===== config.mk =====
export PLATFORM = sky130hd
export DESIGN_NAME = cpu_ma
export DESIGN_NICKNAME = d
export VERILOG_FILES = /design/src/common.sv /design/src/cpu_ma.sv
export SDC_FILE = /design/constraint.sdc
export NUM_CORES = 1
export LEC_CHECK = 0
export BUFFER_PORTS_ARGS = -buffer_cell sky130_fd_sc_hd__buf_2
export CORE_AREA = 2 2 122 124
export DETAILED_ROUTE_END_ITERATION = 8
export DIE_AREA = 0 0 124 126
export PLACE_DENSITY_LB_ADDON = 0.1
export SKIP_CTS_REPAIR_TIMING = 1
export SYNTH_ARGS = -nofsm -noshare
export SYNTH_HDL_FRONTEND = slang
export SYNTH_SLANG_ARGS = --single-unit

===== constraint.sdc =====
create_clock -name clk_i -period 1.5 [get_ports clk_i]
set_clock_uncertainty 0.1 [all_clocks]
set_input_delay 0 -clock clk_i [delete_from_list [all_inputs] [get_ports clk_i]]
set_output_delay 0 -clock clk_i [all_outputs]
set_load 0.02 [all_outputs]

===== src/common.sv =====
package common;

    typedef logic [31:0] word_t;     // data and address word
    typedef logic [4:0]  regaddr_t;  // destination register index
    typedef logic [1:0]  lane_t;     // byte lane inside a word
    typedef logic [3:0]  byte_en_t;  // one write enable per byte

    typedef enum logic [3:0] {
        ALU_ADD   = 4'd0,
        ALU_SUB   = 4'd1,
        ALU_AND   = 4'd2,
        ALU_OR    = 4'd3,
        ALU_XOR   = 4'd4,
        ALU_SLL   = 4'd5,
        ALU_SRL   = 4'd6,
        ALU_SRA   = 4'd7,
        ALU_SLT   = 4'd8,
        ALU_SLTU  = 4'd9,
        ALU_PASS2 = 4'd10  // operand 2 straight through, for lui
    } alu_mode_t;

    typedef enum logic [1:0] {
        MA_NONE  = 2'd0,
        MA_LOAD  = 2'd1,
        MA_STORE = 2'd2
    } ma_mode_t;

    typedef enum logic [2:0] {
        MA_BYTE   = 3'd0,
        MA_HALF   = 3'd1,
        MA_WORD   = 3'd2,
        MA_BYTE_U = 3'd3,
        MA_HALF_U = 3'd4
    } ma_size_t;

    typedef enum logic [1:0] {
        WB_SRC_ALU  = 2'd0,
        WB_SRC_MEM  = 2'd1,
        WB_SRC_PASS = 2'd2  // supplied data, e.g. a link address
    } wb_src_t;

    // idle slot
    localparam word_t    NOP_PC       = '1;
    localparam word_t    NOP_IR       = 32'h0000_0013;  // addi x0, x0, 0
    localparam ma_mode_t NOP_MA_MODE  = MA_NONE;
    localparam ma_size_t NOP_MA_SIZE  = MA_WORD;
    localparam wb_src_t  NOP_WB_SRC   = WB_SRC_PASS;
    localparam logic     NOP_WB_VALID = 1'b0;

    // word index width of the data memory, at least one bit
    function automatic int dmem_addr_w(int words);
        int w;
        w = (words > 1) ? $clog2(words) : 1;
        return w;
    endfunction

endpackage


===== src/cpu_ma.sv =====
`timescale 1ns/1ps

module cpu_ma #(
    parameter  int DMEM_WORDS = 256,
    localparam int ADDR_W     = common::dmem_addr_w(DMEM_WORDS)
) (
    input  wire logic             clk_i,
    input  wire logic             reset_i,

    input  wire common::word_t    ex_pc_i,
    input  wire common::word_t    ex_ir_i,
    input  wire common::word_t    ex_ma_addr_i,  // byte address
    input  wire common::ma_mode_t ex_ma_mode_i,
    input  wire common::ma_size_t ex_ma_size_i,
    input  wire common::word_t    ex_ma_data_i,
    input  wire common::wb_src_t  ex_wb_src_i,
    input  wire common::word_t    ex_wb_data_i,
    input  wire logic             ex_wb_valid_i,

    output      logic [ADDR_W-1:0] mem_addr_o,   // word index
    output      common::byte_en_t mem_we_o,
    output      common::word_t    mem_wdata_o,
    input  wire common::word_t    mem_rdata_i,   // one edge after the address

    output      common::word_t    pc_o,
    output      common::regaddr_t wb_addr_o,
    output      common::word_t    wb_data_o,
    output      logic             wb_valid_o
);
    import common::*;

    lane_t    ex_lane;
    byte_en_t st_be;
    word_t    st_data;

    // capture register, lines the slot up with the memory read data
    word_t    cap_pc;
    regaddr_t cap_rd;
    wb_src_t  cap_src;
    ma_size_t cap_size;
    lane_t    cap_lane;
    word_t    cap_data;
    logic     cap_valid;

    word_t    byte_sh;   // read word with the selected byte at the bottom
    word_t    half_sh;
    word_t    load_ext;

    assign ex_lane    = ex_ma_addr_i[1:0];
    assign mem_addr_o = ex_ma_addr_i[ADDR_W+1:2];

    always_comb begin
        case (ex_ma_size_i)
            MA_BYTE, MA_BYTE_U: begin
                st_be   = 4'b0001 << ex_lane;
                st_data = {24'b0, ex_ma_data_i[7:0]} << {ex_lane, 3'b000};
            end
            MA_HALF, MA_HALF_U: begin
                st_be   = 4'b0011 << {ex_lane[1], 1'b0};  // lane bit 0 ignored
                st_data = {16'b0, ex_ma_data_i[15:0]} << {ex_lane[1], 4'b0000};
            end
            default: begin
                st_be   = 4'b1111;
                st_data = ex_ma_data_i;
            end
        endcase
    end

    assign mem_we_o    = (ex_ma_mode_i == MA_STORE) ? st_be : 4'b0000;
    assign mem_wdata_o = st_data;

    always_ff @(posedge clk_i) begin
        cap_pc    <= ex_pc_i;
        cap_rd    <= ex_ir_i[11:7];
        cap_src   <= ex_wb_src_i;
        cap_size  <= ex_ma_size_i;
        cap_lane  <= ex_lane;
        cap_data  <= ex_wb_data_i;
        cap_valid <= ex_wb_valid_i;
        if (reset_i) begin
            cap_pc    <= NOP_PC;
            cap_src   <= NOP_WB_SRC;
            cap_size  <= NOP_MA_SIZE;
            cap_valid <= NOP_WB_VALID;
        end
    end

    always_comb begin
        byte_sh = mem_rdata_i >> {cap_lane, 3'b000};
        half_sh = mem_rdata_i >> {cap_lane[1], 4'b0000};
        case (cap_size)
            MA_BYTE:   load_ext = {{24{byte_sh[7]}}, byte_sh[7:0]};
            MA_BYTE_U: load_ext = {24'b0, byte_sh[7:0]};
            MA_HALF:   load_ext = {{16{half_sh[15]}}, half_sh[15:0]};
            MA_HALF_U: load_ext = {16'b0, half_sh[15:0]};
            default:   load_ext = mem_rdata_i;  // whole word
        endcase
    end

    always_ff @(posedge clk_i) begin
        pc_o       <= cap_pc;
        wb_addr_o  <= cap_rd;
        wb_data_o  <= (cap_src == WB_SRC_MEM) ? load_ext : cap_data;
        wb_valid_o <= cap_valid;
        if (reset_i) begin
            pc_o       <= NOP_PC;
            wb_valid_o <= NOP_WB_VALID;
        end
    end

    // word stores have no lane to steer into
    a_word_store_aligned: assert property (
        @(posedge clk_i) disable iff (reset_i)
        (ex_ma_mode_i == MA_STORE && ex_ma_size_i == MA_WORD)
            |-> (ex_ma_addr_i[1:0] == 2'b00)
    ) else $error("cpu_ma: misaligned word store");

endmodule


== Yosys cells after proc, flatten, opt, wreduce, memory -nomap -nowiden ==
Index checks and enable logic that the tools add are counted.

* Divide/modulo/power cells: 0
* Eq/ne operators: 8
* Multiplexer cells: 5
* Order comparisons: 0
* Shifts and indexed selects: 6
* Reduce and logical (&&, ||, !) cells: 4
* Bitwise gates (word level): 0
* Add/sub/neg operators: 0
* Multiply operators: 0

{| class="wikitable"
|+ Operators by type and width
! kind !! count
|-
| $pmux 32 s4 || 1
|-
| $pmux 32 s2 || 1
|-
| $mux 32 || 1
|-
| $shl 16x5->32 || 1
|-
| $shl 8x5->32 || 1
|-
| $shr 32x5->16 || 1
|-
| $shr 32x5->8 || 1
|-
| $pmux 4 s2 || 1
|-
| $eq 3x1->1 const B || 2
|-
| $eq 3x2->1 const B || 2
|-
| $eq 3x3->1 const B || 2
|-
| $logic_not 3->1 || 2
|-
| $mux 4 || 1
|-
| $reduce_or 2->1 || 2
|-
| $shl 1x2->4 const A || 1
|-
| $shl 2x2->4 const A || 1
|-
| $eq 2x1->1 const B || 1
|-
| $eq 2x2->1 const B || 1
|}

* Memory bits (read-only): 0
* RAM bits: 0
* Register bits after elaboration: 147
* Memories kept: 0
* Input bits: 202
* Word-level logic and storage cells: 34
* Output and inout port bits: 114
* Latch bits: 0

== Longest topological paths before layout ==
Gate-level depths: netlist (run 1).

* Word-level depth: 4
* Depth in mapped cells: 6
* Gate-level depth less buffers: 4

== Worst setup path before layout (run 1) ==
OpenSTA, ideal clock, no wires.

* Path type: reg2reg
* Start point: reg cap_size[0]
* End point: reg wb_data_o[5]
* Setup slack: -0.099 ns
* Data required time: 1.304 ns
* Stages on the path, launching flop included: 7
* Library setup time: 0.096 ns
* Period minus slack after synthesis: 1.599 ns
* Path buffers: 2
* Arrival: 1.403 ns
* Cells stage by stage: dfxtp_1 > buf_6 > or2_4 > a21oi_4 > buf_6 > a211oi_2 > o41ai_2

* Word-level cells in the longest chain between the ends: 3
* Elaborated cells between the ends (all ways): 6
* Those cells by class: eq/ne (3); mux (2); reduce/logical (1)

{| class="wikitable"
|+ Ends and longest elaborated chain
! item !! line !! RTL
|-
| start, declared || cpu_ma.sv:40 || <nowiki>ma_size_t cap_size;</nowiki>
|-
| start signal, assigned || cpu_ma.sv:76 || <nowiki>cap_size <= ex_ma_size_i;</nowiki>
|-
| $eq 3x3->1 (tied with other cells) || cpu_ma.sv:91 || <nowiki>case (cap_size)</nowiki>
|-
| $pmux 32 s4 (*) || cpu_ma.sv:91 ||
|-
| $mux 32 (*) || cpu_ma.sv:103 || <nowiki>wb_data_o <= (cap_src == WB_SRC_MEM) ? load_ext : cap_data;</nowiki>
|-
| end signal, assigned || cpu_ma.sv:103 ||
|-
| end, declared || cpu_ma.sv:27 || <nowiki>output common::word_t wb_data_o,</nowiki>
|}

Every way passes the cells marked *; elsewhere a longest branch is shown, timed or not.
A chain may end at the register's enable or synchronous reset.

== Worst setup path in the final report (run 1) ==
Same ends and word-level chain as after synthesis.

==> metrics.txt, run 1 <==
total CTS buffers=17; Hold WS=0.05418 ns; wirelength, routed=17030 um; Clock Latency Late Sink=0.42 ns; Slew headroom=66.16%; total power=10.06 mW; Row Count=44; Final Util=62.04%; #FFs+latches synth=147; DRT Pass-1 Iters=7; initial core utilization=36.31%; most common cell in the netlist=dfxtp_1; die area=15620 um^2; GRT overflow=0; Power per Cell Area=1133 nW/um^2; Worst-Margin Slew=0.5048 ns; total core area=14310 um^2; Yosys top cell by area=dfxtp_1; cell chosen for the clock root=clkbuf_16; crit-path cells=buf_6 > or2_4 > a21oi_4 > buf_6 > buf_6 > a32o_1 > o41ai_2; violated checks=negative setup slack; # DRC=0; Tcrit/Tclk final=108.8%; post-place setup slack=-0.3337 ns; Mapped Nets=710; Post-synth top flop=dfxtp_1; Worst Setup End Kind=flop; synthesized instance count=508; Worst-path clk slew=0.06 ns; GR peak layer=met2; vias in the first global route=4677; post-synthesis sequential area ratio=56.62%; Startpoint Class=flop; initial antenna violation count=0; CTS tree=built; count of cell types in the netlist=51; RSZ-0062 raised after global routing=true; die width=124 um; hpwl dp=11230 um; CP Class=reg -> reg; synth-to-layout area growth=70.85%; Crit Path Max Fanout=4; Crit-path slowest cell=dfxtp_4; Worst Hold Class=in -> reg; fin crit period=1.632 ns; 1st-iter DRT viols=231; CTS max path bufs=2; n_diodes=0; Worst EP arrival=1.83 ns; Synth Cell Area=5197 um^2; GP Congestion=0.8609; Final Max Tran Viols=0; layout cells sized above 1=48.05%; M1 GR Usage=20.27%; vias per cell=4.709; Synth Area per Inst=10.23 um^2; CTS Sinks=147; Yosys warnings=0; met2 Resource Use GR=32.35%; share of the synthesized area in the top cell type=56.62%; die height=126 um; worst setup margin=-0.1315 ns; Post-synth EDFFs=0; Max H-tree Level=4; Max-Cap Viols=0; # nets final=1112; Detail Route Antenna Nets=0; number of port buffers=250; Worst path max stage delay=0.36 ns; ranking of synthesized cells by area=dfxtp_1 (57%), or2_2 (7.9%), a22o_1 (3.5%); CP required=1.70 ns; most frequent CP cell=buf_6; reg2reg setup slack=-0.13 ns; maximum vdd drop=0.8036 mV; Fmax=0.6129 GHz; largest net degree at the start of global routing=43; Total GRT Usage=18.93%; Post-synth ARST share=0%; top cells by count, synth=dfxtp_1 (147), or2_2 (66), nand2_1 (36); drt wl/cell=15.39 um; setup violators final=28; setup total negative slack=-1.868 ns; vias post-DR=5208; grt met3 use=7.926%; first-pass GRT wire length=22660 um; status=finished with violations; Fin. Hold Viols=0; Leak=4.112 nW; Ports=316
==> stage by stage <==
stage	instances	cell area, um^2
after global placement	951	6860
after floorplan	508	5207
final	1106	8880
after global routing	1106	8880
after detailed placement	951	6860
after CTS	982	7445
==> final cells by class <==
cell class / count / area (um^2)
tap: 184 / 230.2
timing repair buffer: 420 / 2880
fill: 1182 / 5434
clock buffer: 20 / 456.7
clock inverter: 11 / 127.6
inverter: 14 / 52.55
multi-input combinational: 310 / 2178
sequential: 147 / 2954
==> worst max-delay path, delay by kind of cell, from the launching register on <==
kind                   cells  cell delay, ns
buffers and inverters      3            0.35
DFF                        1            0.36
and+or+nand+nor            1            0.26
AOI/OAI and AO/OA          3            0.44
==> registers in the layout, summed over array words and instances (netlist names) <==
| name | cells |
|---|---|
| pc_o | 32 |
| cap_size | 3 |
| wb_data_o | 32 |
| cap_rd | 5 |
| cap_src | 2 |
| wb_addr_o | 5 |
| cap_valid | 1 |
| cap_lane | 2 |
| wb_valid_o | 1 |
| cap_pc | 32 |
| cap_data | 32 |
==> cell usage in the layout, fill, tap and decap left out, drive strengths merged, types with 16 or more instances in the layout <==
cell         Yosys  layout
buf             20     303
a21oi           30      30
a22o            21      21
inv             13      16
nor2            29      29
nor2b           19      19
dfxtp          147     147
dlygate4sd3      0     117
clkbuf          17      20
or2             67      67
nand2           36      36
==> cells by family after synthesis <==
| logic type | Yosys count | synth area share (%) |
|---|---|---|
| multiplexers | 10 | 1.950 |
| AO/OA/AOI/OAI | 117 | 17.60 |
| AND/OR/NAND/NOR | 181 | 18.71 |
| buffers and inverters | 51 | 4.791 |
| XOR/XNOR | 2 | 0.3371 |
| flip-flops | 147 | 56.62 |
==> where the power goes <==
group / total [mW] / switching [mW] / internal [mW]
registers: 4.19 / 0.0675 / 4.12
logic: 1.68 / 0.845 / 0.838
clock network: 4.19 / 1.65 / 2.54
total: 10.1 / 2.57 / 7.50
==> layer usage <==
metal	part of all wire, %	vias to the layer above
li1	-	2556
met1	38	2405
met2	51	215
met3	7.9	32
met4	2.8	0
met5	0	-
==> worst paths after layout <==
path                from      endpoint  depth (start not counted)
min              reset_i      pc_o[17]                          2
min reg2reg    cap_rd[4]  wb_addr_o[4]                          0
max reg2reg  cap_size[0]  wb_data_o[5]                          7
max          cap_size[0]  wb_data_o[5]                          7
Power figures use the tool's default switching activity.
==> inputs of run 2 (changes only) <==
BUFFER_PORTS_ARGS = -buffer_cell sky130_fd_sc_hd__buf_4   (was -buffer_cell sky130_fd_sc_hd__buf_2)
CORE_AREA = 2 2 121 123   (was 2 2 122 124)
DIE_AREA = 0 0 123 125   (was 0 0 124 126)
clock period = 1.6 ns   (was 1.5 ns; I/O delays follow)
==> run 2 against run 1 <==
- the flow still finishes with violations (negative setup slack)
- clock-buffer cell count did not move
- combinational power barely moved
- worst setup slack improved by 0.034 ns
- maximum frequency fell by 3.9%
- cell count fell by 1.7%
- sequential cell count did not move
- clock power fell by 6.9%
- register-to-register slack improved by 0.03 ns
- first-iteration DRC count rose by 28%
- global-route usage rose by 0.17 points
- via count fell by 0.48%
- power fell by 5.3%
- critical path type unchanged
==> metrics.txt, run 2 (synthesized netlist as in run 1, its figures left out) <==
placed cell area=7313 um^2 (+6.6%); hold endpoint=cap_rd[4]; first-pass GRT wire length=22600 um (-0.24%); Leak=4.229 nW (+2.8%); Ports=316 (unchanged); Worst EP arrival=1.90 ns (+0.07 ns); Detail Route Antenna Nets=0 (unchanged); Total GRT Usage=19.09% (+0.17 points); Register Area=2954 um^2 (unchanged); Row Count=44 (unchanged); vias in the first global route=4524 (-3.3%); vias per cell=4.768 (+1.3%); Slew headroom=63.07% (-3.1 points); Max H-tree Level=4 (unchanged); Worst Hold Class=in -> reg; initial core utilization=36.59% (+0.28 points); HP Start=ex_ir_i[11]; Final Max Tran Viols=0 (unchanged); CP required=1.80 ns (+0.10 ns); die width=123 um (-0.81%); 1st-iter DRT viols=296 (+28%); post-place setup slack=-0.2105 ns (+0.1232 ns); Power per Cell Area=1032 nW/um^2 (-8.9%); fin crit period=1.698 ns (+0.06606 ns); Flop pwr share=41.3% (-0.3 points); Hold WS=0.1338 ns (+0.07961 ns); worst r2r dst=wb_data_o[1]; Worst-Margin Slew=0.5510 ns (+0.04615 ns); # nets final=1093 (-1.7%); hold path depth=2 (unchanged); Max-Cap Viols=0 (unchanged); CTS tree=built; CP Class=reg -> reg; most frequent cells in the layout=buf_4 (278), dfxtp_1 (142), dlygate4sd3_1 (118), or2_2 (66), nand2_1 (35); worst setup margin=-0.09758 ns (+0.03394 ns); # DRC=0 (unchanged); CP Launch Point=cap_size[2]; P_sw=2.366 mW (-7.7%); Worst Setup End Kind=flop; CTS Sinks=147 (unchanged); Filler Cell Count=1123 (-5.0%); hpwl dp=11140 um (-0.78%); DRT Pass-1 Iters=5 (-2); Gate power share=17.8% (+1.1 points); Clock Latency Late Sink=0.41 ns (about the same); internal power=7.166 mW (-4.4%); FF-to-FF Start=cap_size[2]; layout cells sized above 1=44.85% (-3.2 points); cell chosen for the clock root=clkbuf_16; RSZ-0062 raised after global routing=true; CTS max path bufs=2 (unchanged); vias post-DR=5183 (-0.48%); Fmax=0.5891 GHz (-3.9%); drt wl/cell=15.54 um (+0.94%); number of port buffers=250 (unchanged); total core area=14200 um^2 (-0.77%); CP top delay family=compound AO/OA/AOI/OAI gates; status=finished with violations; Final Cell Area=9235 um^2 (+4.0%); wirelength, routed=16890 um (-0.79%); area of the multi-input gates=2082 um^2 (-4.4%); Clk pwr share=40.9% (-0.8 points); Crit Path Max Fanout=15 (+11); synth-to-layout area growth=77.68%; n_diodes=0 (unchanged); initial antenna violation count=0 (unchanged); setup violators final=11 (-61%); Crit-path slowest cell=dfxtp_2; maximum vdd drop=0.8236 mV (+2.5%); Tcrit/Tclk final=106.1% (-2.7 points); largest net degree at the start of global routing=72 (+67%); GRT overflow=0 (unchanged); total CTS buffers=17 (unchanged); Fin. Hold Viols=0 (unchanged); switching fraction of total power=24.82% (-0.67 points); Worst-path clk slew=0.06 ns (about the same); crit-path cells=nand2b_1 > a21oi_4 > buf_12 > buf_4 > a211o_1 > a32o_1; reg2reg setup slack=-0.1 ns (+0.03 ns); GP Congestion=0.9151 (+6.3%); Startpoint Class=flop; commonest non-fill, non-tap cell in the layout=buf_4; Worst path max stage delay=0.41 ns (+0.05 ns); die area=15380 um^2 (-1.6%); die height=125 um (-0.79%); reg2reg path depth=6 (-1); Buf/Inv on CP=2 (-1); violated checks=negative setup slack
## run 2: cell types whose count changed in the layout (fill, tap and decap cells not counted), moves of 9 or more
| cell | change |
|---|---|
| buf_2 | -250 |
| buf_4 | +234 |
| a21oi_1 | +9 |
| a21oi_2 | -9 |
## run 2: worst max path at each step
stage,end,slack (ns),cells after the start
after global routing,wb_data_o[1],-0.14,6
final,wb_data_o[1],-0.1,6
after CTS,wb_data_o[1],-0.22,4
after global placement,wb_data_o[11],-0.11,5
after detailed placement,wb_data_o[1],-0.21,4
after floorplan,wb_data_o[5],0.001,6
## run 2: power by group through the flow
| stage | combinational (mW) | clock (mW) | sequential (mW) |
|---|---|---|---|
| floorplan | 0.582 | 0 | 4.11 |
| global route | 1.81 | 4.14 | 3.96 |
| detailed placement | 1.39 | 0 | 4.01 |
| CTS | 1.40 | 3.96 | 3.93 |
| finish | 1.70 | 3.90 | 3.94 |
| global placement | 1.38 | 0 | 4.01 |
## run 2: final cells by class
type                            count  area share (%)
Clock inverter                     11           1.368
Sequential cell                   147           31.99
Clock buffer                       20           4.945
Timing Repair Buffer              401           36.09
Multi-Input combinational cell    310           22.54
Tap cell                          184           2.493
Inverter                           14          0.5690
## run 2: routing by layer
metal  GRT usage (%)  share of wire, %  up-vias
li1                -                 -     2518
met1           21.52                38     2381
met2           32.01                51      248
met3           7.710               8.8       36
met4           7.420               2.2        0
met5               0                 0        -
## run 2: metrics by stage
step	setup TNS, ns	total power, mW	utilization [%]	std cells
2_1_floorplan	0	4.695	-	508
3_3_place_gp	-1.746	5.385	51.49	932
3_5_place_dp	-3.423	5.405	51.49	932
4_1_cts	-3.875	9.291	55.59	963
5_1_grt	-1.307	9.910	65.02	1087
6_report	-0.5594	9.533	65.02	1087
==> inputs of run 3 (changes only) <==
REMOVE_ABC_BUFFERS = 1   (was unset)
==> run 3 against run 2 <==
- hold slack worse by 0.016 ns
- clock-buffer cell count shrank 2
- sequential power about the same
- global-route usage rose by 1.2 points
- register-to-register slack gained 0.03 ns
- critical path type unchanged
- cell area rose by 2.2%
- die area is the same
- power down 0.99%
- sequential share of layout area fell by 0.65 points
- the run still ends with negative setup slack left
==> metrics.txt, run 3 (synthesized netlist as in run 1, its figures left out) <==
die area=15380 um^2 (unchanged); violated checks=negative setup slack; GP Congestion=0.8924 (-2.5%); number of port buffers=250 (unchanged); hpwl dp=12050 um (+8.1%); total CTS buffers=17 (unchanged); worst setup margin=-0.06313 ns (+0.03445 ns); total core area=14200 um^2 (unchanged); drt wl/cell=16.05 um (+3.3%); die height=125 um (unchanged); CP required=1.81 ns (about the same); Tcrit/Tclk final=103.9% (-2.2 points); Final Max Tran Viols=0 (unchanged); Fin. Hold Viols=0 (unchanged); Total GRT Usage=20.30% (+1.2 points); post-place setup slack=-0.2057 ns (+0.004803 ns); fin crit period=1.663 ns (-0.03445 ns); synth-to-layout area growth=81.68%; most frequent cells in the layout=buf_4 (288), dfxtp_1 (142), dlygate4sd3_1 (120), or2_2 (66), nand2_1 (35); Layout Cells excl Fill=1104 (+1.6%); Worst Hold Class=in -> reg; initial core utilization=36.59% (unchanged); Ports=316 (unchanged); Clock Latency Late Sink=0.42 ns (about the same); Detail Route Antenna Nets=0 (unchanged); vias per cell=4.739 (-0.61%); Worst Setup End Kind=flop; Power per Cell Area=999.5 nW/um^2 (-3.2%); # DRC=0 (unchanged); wirelength, routed=17720 um (+4.9%); 1st-iter DRT viols=226 (-24%); Leak=4.322 nW (+2.2%); maximum vdd drop=1.069 mV (+30%); status=finished with violations; CTS Sinks=147 (unchanged); commonest non-fill, non-tap cell in the layout=buf_4; Row Count=44 (unchanged); Slew headroom=60.92% (-2.1 points); reg2reg path depth=5 (-1); layout cells sized above 1=46.35% (+1.5 points); # nets final=1109 (+1.5%); RSZ-0062 raised after global routing=true; hold path depth=2 (unchanged); CTS tree=built; Max-Cap Viols=0 (unchanged); largest net degree at the start of global routing=72 (unchanged); vias in the first global route=4536 (+0.27%); Max H-tree Level=4 (unchanged); CP Class=reg -> reg; CTS max path bufs=2 (unchanged); cell chosen for the clock root=clkbuf_16; die width=123 um (unchanged); Worst-path clk slew=0.06 ns (about the same); vias post-DR=5232 (+0.95%); Fmax=0.6013 GHz (+2.1%); DRT Pass-1 Iters=7 (+2); Crit Path Max Fanout=8 (-7); placed insts=945 (+1.4%); Worst EP arrival=1.87 ns (-0.03 ns); initial antenna violation count=0 (unchanged); GRT overflow=0 (unchanged); Startpoint Class=flop; first-pass GRT wire length=23670 um (+4.7%); Worst-Margin Slew=0.5830 ns (+0.03202 ns); setup violators final=11 (unchanged)
-- run 3: critical path, cell delays in order, from the launching register on --
cell	delay, ns
dfxtp_4	0.40
mux2i_4	0.28
a221oi_4	0.12
o31a_1	0.30
buf_6	0.14
a32o_1	0.22
-- run 3: final timing paths --
| path | slack [ns] | from | to |
|---|---|---|---|
| worst min register to register | 0.22 | cap_rd[0] | wb_addr_o[0] |
| worst max register to register | -0.06 | cap_lane[0] | wb_data_o[11] |
| worst max-delay path | -0.06 | cap_lane[0] | wb_data_o[11] |
| worst min-delay path | 0.12 | ex_wb_data_i[3] | cap_data[3] |
-- run 3: layer usage --
metal	track usage, %	vias up	wire, um
met5	0	-	0
met4	6.952	0	282
met3	12.45	24	1537
li1	-	2546	-
met1	23.46	2439	7576
met2	30.81	223	8327
-- run 3: area by class of cell --
type	instances	area [um^2]
fillers	1077	4761
repair buffers	417	3505
flip-flops and latches	147	2959
multi-input cells	310	2138
clock buffers	18	429.2
well taps	184	230.2
clock inverters	13	126.4
inverters	14	52.55
diodes	1	2.502
-- run 3: where the power goes --
part | internal (mW) | switching [mW]
registers | 3.86 | 0.0715
logic | 0.966 | 0.805
clock network | 2.16 | 1.58
total | 6.98 | 2.45
-- run 3: through the flow --
| step | TNS [ns] | cell area [um^2] | hold WS, ns | total power, mW | util, % |
|---|---|---|---|---|---|
| floorplan | -8.917 | 5001 | -0.1000 | 4.622 | - |
| global placement | -2.556 | 7436 | -0.09986 | 5.417 | 52.35 |
| detailed placement | -3.795 | 7436 | -0.09986 | 5.438 | 52.35 |
| CTS | -4.390 | 7991 | -0.4439 | 9.199 | 56.26 |
| global route | -1.012 | 9440 | 0.1070 | 9.817 | 66.46 |
| finish | -0.3651 | 9443 | 0.1180 | 9.438 | 66.48 |
